### config.mk
export PLATFORM = sky130hd
export DESIGN_NAME = load_tile_top
export DESIGN_NICKNAME = d
export VERILOG_FILES = /design/src/verilog/load_pkg.sv /design/src/verilog/burst_ctrl.sv /design/src/verilog/credit_counter.sv /design/src/verilog/beat_unpacker.sv /design/src/verilog/word_fifo.sv /design/src/verilog/load_tile_top.sv
export SDC_FILE = /design/constraint.sdc
export NUM_CORES = 1
export LEC_CHECK = 0
export BUFFER_PORTS_ARGS = -buffer_cell sky130_fd_sc_hd__clkbuf_2
export CAP_MARGIN = 15
export CORE_UTILIZATION = 60
export CTS_CLUSTER_DIAMETER = 30
export DETAILED_ROUTE_END_ITERATION = 7
export PLACE_DENSITY = 0.9
export SYNTH_ARGS = -nofsm -noshare
export SYNTH_HDL_FRONTEND = slang
export SYNTH_SLANG_ARGS = --single-unit
### constraint.sdc
create_clock -name clk -period 8.1 [get_ports clk]
set_input_delay 1.62 -clock clk [delete_from_list [all_inputs] [get_ports clk]]
set_output_delay 1.62 -clock clk [all_outputs]
set_load 0.02 [all_outputs]
### src/verilog/load_pkg.sv
// ========================================
// Shared widths, sizes and types of the load tile
// Beat width is fixed by the read master at 128 bits
// Base address must be 16-byte aligned, length at least one word
// ========================================

package load_pkg;

    // Bus and counter widths
    localparam int ADDR_W = 32;
    localparam int LEN_W = 12;
    localparam int WORD_W = 32;
    localparam int BEAT_W = 128;
    localparam int LEN_BYTES_W = 6;

    // Beat and burst geometry
    localparam int WORDS_PER_BEAT = BEAT_W / WORD_W;
    localparam int BLEN = 8;
    localparam int RMST_BUF_WORDS = 64;

    // Output word FIFO
    localparam int FIFO_DEPTH = 16;
    localparam int FIFO_AW = $clog2(FIFO_DEPTH);

    // Sized copies for compares against word counters
    localparam logic [LEN_W-1:0] BLEN_LEN = LEN_W'(BLEN);
    localparam logic [LEN_W-1:0] BUF_LIMIT = LEN_W'(RMST_BUF_WORDS);

    typedef logic [WORD_W-1:0] word_t;
    typedef logic [BEAT_W-1:0] beat_t;

    // Burst issue FSM
    typedef enum logic [2:0] {
        IDLE,
        ARMED,
        ISSUE,
        WAIT_ACK,
        WAIT_DONE
    } load_state_t;

    // Transfer configuration, 44 bits
    typedef struct packed {
        logic [ADDR_W-1:0] raddr;
        logic [LEN_W-1:0]  iolen;
    } load_cfg_t;

    // Command toward the read master
    typedef struct packed {
        logic [ADDR_W-1:0]      base;
        logic [LEN_BYTES_W-1:0] len_bytes;
        logic                   go;
    } rd_cmd_t;

endpackage

### src/verilog/burst_ctrl.sv
// ========================================
// Burst issue FSM toward the read master
// Bursts go out in address order, one at a time
// The next burst waits for an idle master and buffer credit
// ========================================
`timescale 1ns/1ps

module burst_ctrl (
    input  logic                       clk,
    input  logic                       rst,
    input  load_pkg::load_cfg_t        cfg,
    input  logic                       cfg_valid,
    input  logic                       load_start,
    input  logic                       rmst_done,
    input  logic                       fits,
    input  logic [load_pkg::LEN_W-1:0] words_left,
    input  logic                       xfer_done,
    output load_pkg::rd_cmd_t          rd_cmd,
    output logic [load_pkg::LEN_W-1:0] iolen,
    output logic [load_pkg::LEN_W-1:0] burst_words
);

    load_pkg::load_state_t state;
    load_pkg::load_state_t state_nxt;

    // Byte address of the next burst
    logic [load_pkg::ADDR_W-1:0] next_addr;
    logic [load_pkg::ADDR_W-1:0] burst_bytes;
    logic                        can_issue;

    // Full burst unless fewer words remain
    assign burst_words = (words_left > load_pkg::BLEN_LEN) ? load_pkg::BLEN_LEN : words_left;

    // Words to bytes, zero extended to the address width
    assign burst_bytes = {{(load_pkg::ADDR_W - load_pkg::LEN_W - 2){1'b0}}, burst_words, 2'b00};

    // Master idle, work left and room in its buffer
    assign can_issue = rmst_done && (words_left != '0) && fits;

    always_comb begin
        rd_cmd.base = next_addr;
        // At most BLEN words, so 6 bits of bytes
        rd_cmd.len_bytes = {burst_words[load_pkg::LEN_BYTES_W-3:0], 2'b00};
        rd_cmd.go = (state == load_pkg::ISSUE);
    end

    always_comb begin
        state_nxt = state;
        case (state)
            load_pkg::IDLE: begin
                if (load_start) begin
                    state_nxt = load_pkg::ARMED;
                end
            end
            load_pkg::ARMED: begin
                if (can_issue) begin
                    state_nxt = load_pkg::ISSUE;
                end
            end
            // go is high here for exactly one cycle
            load_pkg::ISSUE: begin
                state_nxt = load_pkg::WAIT_ACK;
            end
            // Master drops done the cycle after go
            load_pkg::WAIT_ACK: begin
                if (xfer_done) begin
                    state_nxt = load_pkg::IDLE;
                end else if (!rmst_done) begin
                    state_nxt = load_pkg::WAIT_DONE;
                end
            end
            load_pkg::WAIT_DONE: begin
                if (xfer_done) begin
                    state_nxt = load_pkg::IDLE;
                end else if (can_issue) begin
                    state_nxt = load_pkg::ISSUE;
                end
            end
            default: begin
                state_nxt = load_pkg::IDLE;
            end
        endcase
    end

    always_ff @(posedge clk or posedge rst) begin
        if (rst) begin
            state <= load_pkg::IDLE;
        end else begin
            state <= state_nxt;
        end
    end

    // Configuration latch and address walk
    always_ff @(posedge clk or posedge rst) begin
        if (rst) begin
            next_addr <= '0;
            iolen <= '0;
        end else if (cfg_valid) begin
            next_addr <= cfg.raddr;
            iolen <= cfg.iolen;
        end else if (rd_cmd.go) begin
            next_addr <= next_addr + burst_bytes;
        end
    end

endmodule

### src/verilog/credit_counter.sv
// ========================================
// Word bookkeeping for one transfer
// Counters restart only on a configuration strobe
// ========================================
`timescale 1ns/1ps

module credit_counter (
    input  logic                       clk,
    input  logic                       rst,
    input  logic                       cfg_valid,
    input  load_pkg::load_cfg_t        cfg,
    input  logic                       cmd_go,
    input  logic [load_pkg::LEN_W-1:0] burst_words,
    input  logic                       word_push,
    output logic                       fits,
    output logic [load_pkg::LEN_W-1:0] words_left,
    output logic                       xfer_done
);

    // Words asked of the master and words already unpacked
    logic [load_pkg::LEN_W-1:0] req_cnt;
    logic [load_pkg::LEN_W-1:0] unp_cnt;
    logic [load_pkg::LEN_W-1:0] iolen_q;
    logic [load_pkg::LEN_W-1:0] in_flight;
    logic                       last_push;

    // Words fetched or pending in the master but not yet unpacked
    assign in_flight = req_cnt - unp_cnt;

    // Another full burst must still fit in the master buffer
    assign fits = (in_flight + load_pkg::BLEN_LEN) <= load_pkg::BUF_LIMIT;

    assign last_push = word_push && (unp_cnt + 1'b1 == iolen_q);

    always_ff @(posedge clk or posedge rst) begin
        if (rst) begin
            req_cnt <= '0;
            words_left <= '0;
            iolen_q <= '0;
        end else if (cfg_valid) begin
            req_cnt <= '0;
            words_left <= cfg.iolen;
            iolen_q <= cfg.iolen;
        end else if (cmd_go) begin
            req_cnt <= req_cnt + burst_words;
            words_left <= words_left - burst_words;
        end
    end

    always_ff @(posedge clk or posedge rst) begin
        if (rst) begin
            unp_cnt <= '0;
            xfer_done <= 1'b0;
        end else if (cfg_valid) begin
            unp_cnt <= '0;
            xfer_done <= 1'b0;
        end else begin
            if (word_push) begin
                unp_cnt <= unp_cnt + 1'b1;
            end
            // One pulse, the cycle after the final word enters the FIFO
            xfer_done <= last_push;
        end
    end

endmodule

### src/verilog/beat_unpacker.sv
// ========================================
// Splits 128-bit beats into 32-bit words, lowest word first
// Pad words after the transfer's last word are dropped
// ========================================
`timescale 1ns/1ps

module beat_unpacker (
    input  logic                       clk,
    input  logic                       rst,
    input  load_pkg::beat_t            rmst_data,
    input  logic                       rmst_avail,
    input  logic                       fifo_full,
    input  logic [load_pkg::LEN_W-1:0] iolen,
    input  logic                       cfg_valid,
    output logic                       rmst_pop,
    output logic                       push,
    output load_pkg::word_t            word
);

    // One-hot pointer to the word within the head beat
    logic [load_pkg::WORDS_PER_BEAT-1:0] sel;
    // Words of the transfer taken so far
    logic [load_pkg::LEN_W-1:0]          word_idx;
    load_pkg::word_t                     word_nxt;
    logic                                active;
    logic                                last_word;
    logic                                take;

    assign active = (word_idx != iolen);
    assign last_word = (word_idx == iolen - 1'b1);

    // Stall on a full FIFO, nothing taken once the transfer is complete
    assign take = rmst_avail && !fifo_full && active;

    // Release the beat after its top word or after the final word
    assign rmst_pop = take && (sel[load_pkg::WORDS_PER_BEAT-1] || last_word);

    always_comb begin
        word_nxt = '0;
        for (int i = 0; i < load_pkg::WORDS_PER_BEAT; i++) begin
            if (sel[i]) begin
                word_nxt = rmst_data[i*load_pkg::WORD_W +: load_pkg::WORD_W];
            end
        end
    end

    always_ff @(posedge clk or posedge rst) begin
        if (rst) begin
            sel <= {{(load_pkg::WORDS_PER_BEAT-1){1'b0}}, 1'b1};
            word_idx <= '0;
        end else if (cfg_valid) begin
            sel <= {{(load_pkg::WORDS_PER_BEAT-1){1'b0}}, 1'b1};
            word_idx <= '0;
        end else if (take) begin
            word_idx <= word_idx + 1'b1;
            if (rmst_pop) begin
                // Next beat starts at word 0
                sel <= {{(load_pkg::WORDS_PER_BEAT-1){1'b0}}, 1'b1};
            end else begin
                sel <= {sel[load_pkg::WORDS_PER_BEAT-2:0], sel[load_pkg::WORDS_PER_BEAT-1]};
            end
        end
    end

    // Output register, word lands in the FIFO one cycle after the take
    always_ff @(posedge clk or posedge rst) begin
        if (rst) begin
            push <= 1'b0;
        end else begin
            push <= take;
        end
    end

    always_ff @(posedge clk) begin
        if (take) begin
            word <= word_nxt;
        end
    end

endmodule

### src/verilog/word_fifo.sv
// ========================================
// Word FIFO toward the compute logic
// full rises one entry early to cover the unpacker output register
// Head word is read combinationally
// ========================================
`timescale 1ns/1ps

module word_fifo (
    input  logic            clk,
    input  logic            rst,
    input  logic            push,
    input  load_pkg::word_t word,
    input  logic            pop,
    output load_pkg::word_t out_data,
    output logic            out_valid,
    output logic            full
);

    load_pkg::word_t mem [load_pkg::FIFO_DEPTH];

    logic [load_pkg::FIFO_AW-1:0] wr_ptr;
    logic [load_pkg::FIFO_AW-1:0] rd_ptr;
    logic [load_pkg::FIFO_AW:0]   count;
    logic                         pop_en;
    logic                         push_en;

    assign out_valid = (count != '0);
    assign out_data = mem[rd_ptr];

    // Pops only count when a word is present
    assign pop_en = pop && out_valid;

    // Never overwrite a live entry, a same-cycle pop frees one
    assign push_en = push && ((count != (load_pkg::FIFO_AW+1)'(load_pkg::FIFO_DEPTH)) || pop_en);

    // Room for the word already held in the unpacker
    assign full = (count >= (load_pkg::FIFO_AW+1)'(load_pkg::FIFO_DEPTH - 1));

    always_ff @(posedge clk) begin
        if (push_en) begin
            mem[wr_ptr] <= word;
        end
    end

    // Pointers wrap naturally at the power-of-two depth
    always_ff @(posedge clk or posedge rst) begin
        if (rst) begin
            wr_ptr <= '0;
            rd_ptr <= '0;
        end else begin
            if (push_en) begin
                wr_ptr <= wr_ptr + 1'b1;
            end
            if (pop_en) begin
                rd_ptr <= rd_ptr + 1'b1;
            end
        end
    end

    // Occupancy, unchanged when push and pop coincide
    always_ff @(posedge clk or posedge rst) begin
        if (rst) begin
            count <= '0;
        end else begin
            case ({push_en, pop_en})
                2'b10: count <= count + 1'b1;
                2'b01: count <= count - 1'b1;
                default: count <= count;
            endcase
        end
    end

endmodule

### src/verilog/load_tile_top.sv
// ========================================
// Load tile top level
// External bus and read master sit outside this tile
// ========================================
`timescale 1ns/1ps

module load_tile_top (
    input  logic                clk,
    input  logic                rst,
    // Configuration and start
    input  load_pkg::load_cfg_t cfg,
    input  logic                cfg_valid,
    input  logic                load_start,
    // Read master
    output load_pkg::rd_cmd_t   rd_cmd,
    input  logic                rmst_done,
    input  load_pkg::beat_t     rmst_data,
    input  logic                rmst_avail,
    output logic                rmst_pop,
    // Compute side
    output load_pkg::word_t     out_data,
    output logic                out_valid,
    input  logic                out_pop,
    output logic                load_done
);

    logic                       fits;
    logic [load_pkg::LEN_W-1:0] words_left;
    logic [load_pkg::LEN_W-1:0] burst_words;
    logic [load_pkg::LEN_W-1:0] iolen;
    logic                       push;
    load_pkg::word_t            word;
    logic                       fifo_full;

    burst_ctrl u_burst_ctrl (
        .clk         (clk),
        .rst         (rst),
        .cfg         (cfg),
        .cfg_valid   (cfg_valid),
        .load_start  (load_start),
        .rmst_done   (rmst_done),
        .fits        (fits),
        .words_left  (words_left),
        .xfer_done   (load_done),
        .rd_cmd      (rd_cmd),
        .iolen       (iolen),
        .burst_words (burst_words)
    );

    // Completion pulse doubles as the tile's load_done
    credit_counter u_credit_counter (
        .clk         (clk),
        .rst         (rst),
        .cfg_valid   (cfg_valid),
        .cfg         (cfg),
        .cmd_go      (rd_cmd.go),
        .burst_words (burst_words),
        .word_push   (push),
        .fits        (fits),
        .words_left  (words_left),
        .xfer_done   (load_done)
    );

    beat_unpacker u_beat_unpacker (
        .clk        (clk),
        .rst        (rst),
        .rmst_data  (rmst_data),
        .rmst_avail (rmst_avail),
        .fifo_full  (fifo_full),
        .iolen      (iolen),
        .cfg_valid  (cfg_valid),
        .rmst_pop   (rmst_pop),
        .push       (push),
        .word       (word)
    );

    word_fifo u_word_fifo (
        .clk       (clk),
        .rst       (rst),
        .push      (push),
        .word      (word),
        .pop       (out_pop),
        .out_data  (out_data),
        .out_valid (out_valid),
        .full      (fifo_full)
    );

endmodule

==> metrics.md <==
| Metric | Value |
|---|---|
| RePlAce Congestion | `0.883` |
| Worst hold path class | `reg -> reg` |
| Row cnt | `80` |
| Max-slew violations | `0` |
| DIE HEIGHT | `222 um` |
| Synthesized area per cell | `roughly 16 um^2` |
| Dpl cell area | `0.0310 mm^2` |
| Startpoint Class | `register` |
| Final #Nets | `2406` |
| Hold Path Sink | `u_burst_ctrl.state[2]` |
| Largest net degree at the start of global routing | `109` |
| Total of max-cap violations | `0` |
| Cell Area, Synth | `around 0.029 mm^2` |
| CP Capture Type | `output pin` |
| First-pass GRT wire length | `about 120 mm` |
| Clk sinks | `658` |
| H-tree depth | `3` |
| Synth cell count leaders | `544 x edfxtp_1, 160 x mux4_2, 130 x nand2_1` |
| Routed Antenna Nets | `0` |
| Reg-to-reg startpoint | `u_credit_counter.words_left[9]` |
| Hold Path Depth | `1` |
| Async set-reset flop share out of synthesis | `0.173` |
| Core region area | `0.0476 mm^2` |
| Synth top area share | `0.564` |
| Ys Warns | `0` |
| Vias/cell | `6.62` |
| DIE WIDTH | `roughly 220 um` |
| Reg2reg path depth | `12` |
| Number of hold buffers added after CTS | `0` |
| Tot GR Track Use | `0.331` |
| Number of synthesized flops with an enable pin | `544` |
| CTS Buffer Depth | `3` |
| Clock transition at path regs | `about 50 ps` |
| 1st-pass router iterations | `7` |
| Worst Max-Slew Pin Slew | `1230 ps` |
| Maximum fanout along the worst path | `80` |
| Min-delay src | `u_credit_counter.xfer_done` |
| Most frequent cell after synthesis | `edfxtp_1` |
| DR vias | `19000` |
| Die area | `0.0491 mm^2` |
| TritonCTS buffer count | `between 100 and 150` |
| Initial antenna violation count | `3` |
| Leakage | `12.8 nW` |
| Yosys reg bits | `658` |
| Pwr Total | `approximately 13 mW` |
| Layout cells sized above 1 | `0.296` |
| Initial DRC Count | `2048` |
| Fin worst setup slack | `2650 ps` |
| Remaining DRCs | `0` |
| PwrDens | `approximately 360 mW/mm^2` |
| Number of global-route vias before repair | `19300` |
| Req. time, crit path | `6480 ps` |
| DP HPWL | `41.6 mm` |
| Finished Core Util | `0.730` |
| Resized Gates After CTS | `0` |
| Wire length per cell | `about 28 um` |
| Synthesized instance count | `1862` |
| Antenna cells | `0` |
| Final count of hold timing violations | `0` |
| Post-layout min period | `5450 ps` |
| Worst reg2reg path endpoint | `u_burst_ctrl.next_addr[29]` |
| CTS tree | `built` |
| Total gr overflow | `0` |
| Main flop type after synthesis | `edfxtp_1` |
| Fin crit share | `0.673` |
| Worst skew pair latency | `670 ps` |
| RSZ-0062 raised after global routing | `false` |
| Post-Route WL | `80.3 mm` |
| CP arrival | `3830 ps` |
| Slew margin rel. | `0.178` |
| Worst slack at placement | `3380 ps` |
| Critical path startpoint | `u_word_fifo.rd_ptr[1]` |
| Post-synthesis cell type count | `62` |
| Initial Util | `0.608` |
| VDD IR max | `~0.00021 V` |
| Clock Root Buffer | `clkbuf_16` |
| Kind of critical path | `reg -> out` |
| Largest cells by area after synthesis | `edfxtp_1 56%, mux4_2 12%, dfrtp_1 9.8%, ha_1 2.4%, xnor2_1 1.9%` |
| Final Skew | `39.2 ps` |
| Max Clk Rate | `0.184 GHz` |
| Total negative slack | `0 ps` |
| FF-to-FF setup slack | `between 3000 and 4000 ps` |
| Seq/Total Area, Yosys | `0.663` |
| Status | `finished, final reports clean` |
| Post-CTS setup buffer count | `0` |
| Area leader, netlist | `edfxtp_1` |
| Final setup fails | `0` |
| I/O Buffers | `250` |
| IO Pins | `253` |
| Synthesis-to-finish area growth | `20.1%` |
| Design area | `~0.035 mm^2` |
## per-layer routing
layer | wire, um | GRT usage | part of all wire
met3 | 7960 | 0.0749 | 0.099
met1 | 28300 | 0.409 | 0.35
met4 | 3850 | 0.161 | 0.048
met2 | 40100 | 0.555 | 0.50
met5 | 41 | 0 | 0.00051
## worst max-delay path, cell delays in order, from the launching register on
cell	delay, ps
dfrtp_4	1170
buf_4	760
mux4_2	450
mux4_2	520
clkbuf_2	200
## how the worst max path moves through the flow
| stage | cells after the start | slack [ps] | endpoint |
|---|---|---|---|
| finish | 4 | 2650 | out_data[12] |
| global route | 4 | 2580 | out_data[14] |
| CTS | 4 | 2680 | out_data[12] |
| detailed placement | 4 | 3380 | out_data[12] |
| global placement | 4 | 3490 | out_data[4] |
| floorplan | 4 | 3260 | u_word_fifo.mem[3][0] |
## cells in the final DEF, fill, tap and decap left out, types with 14 or more instances in the layout
cell type and instances:
inv_1 58, xor2_1 47, clkinvlp_4 14, nand3_1 29
nor2_1 108, nand2_1 130, ha_1 56, a22oi_1 32
clkbuf_2 249, o21ai_0 105, nor4_1 16, and3_1 16
nand4_1 27, buf_4 27, clkinv_2 17, nor3_1 24
inv_6 14, dfrtp_1 107, xnor2_1 64, clkbuf_16 115
mux4_2 160, a21oi_1 76, conb_1 18, edfxtp_1 544
## state kept, by name, indices dropped and copies added (netlist names), 3 cells and up
register                     count
u_beat_unpacker.sel              4
u_credit_counter.unp_cnt        12
u_credit_counter.words_left     12
u_word_fifo.mem                512
u_word_fifo.wr_ptr               4
u_credit_counter.iolen_q        12
u_burst_ctrl.state               3
u_beat_unpacker.word            32
u_word_fifo.count                5
u_beat_unpacker.word_idx        12
u_burst_ctrl.next_addr          32
u_word_fifo.rd_ptr               4
u_credit_counter.req_cnt        12
## metrics by stage
step | instances | hold WS (ps)
6_report | 2875 | 508
5_1_grt | 2875 | 545
4_1_cts | 2875 | 510
3_5_place_dp | 2667 | 484
3_3_place_gp | 2667 | 491
2_1_floorplan | 1878 | 476
## final cells by class
class | count | area, um^2
clock buffers | 130 | 2970
clock inverters | 78 | 825
fillers | 2701 | 12900
inverters | 60 | 228
multi-input cells | 1057 | 9320
flip-flops and latches | 658 | 19200
well taps | 615 | 769
repair buffers | 277 | 1470
## cells by family (layout without fill, tap and decap cells)
| kind of cell | count (synthesis) | in the layout | synth area share |
|---|---|---|---|
| compound gates | 279 | 279 | 0.0586 |
| xor+xnor | 111 | 111 | 0.0336 |
| buf+inv | 163 | 545 | 0.0216 |
| other cells | 2 | 18 | 0.000259 |
| simple gates | 417 | 417 | 0.0675 |
| flops | 658 | 658 | 0.663 |
| mux | 172 | 172 | 0.129 |
| fa+ha+maj | 60 | 60 | 0.0270 |
## power by group
group	total, mW	leakage (nW)	internal [mW]	switching (mW)
Clock	4.74	1.83	2.98	1.76
Sequential	4.87	6.37	4.27	0.600
Combinational	3.08	4.58	1.38	1.69
No activity file was read; power rests on OpenSTA's default activity.
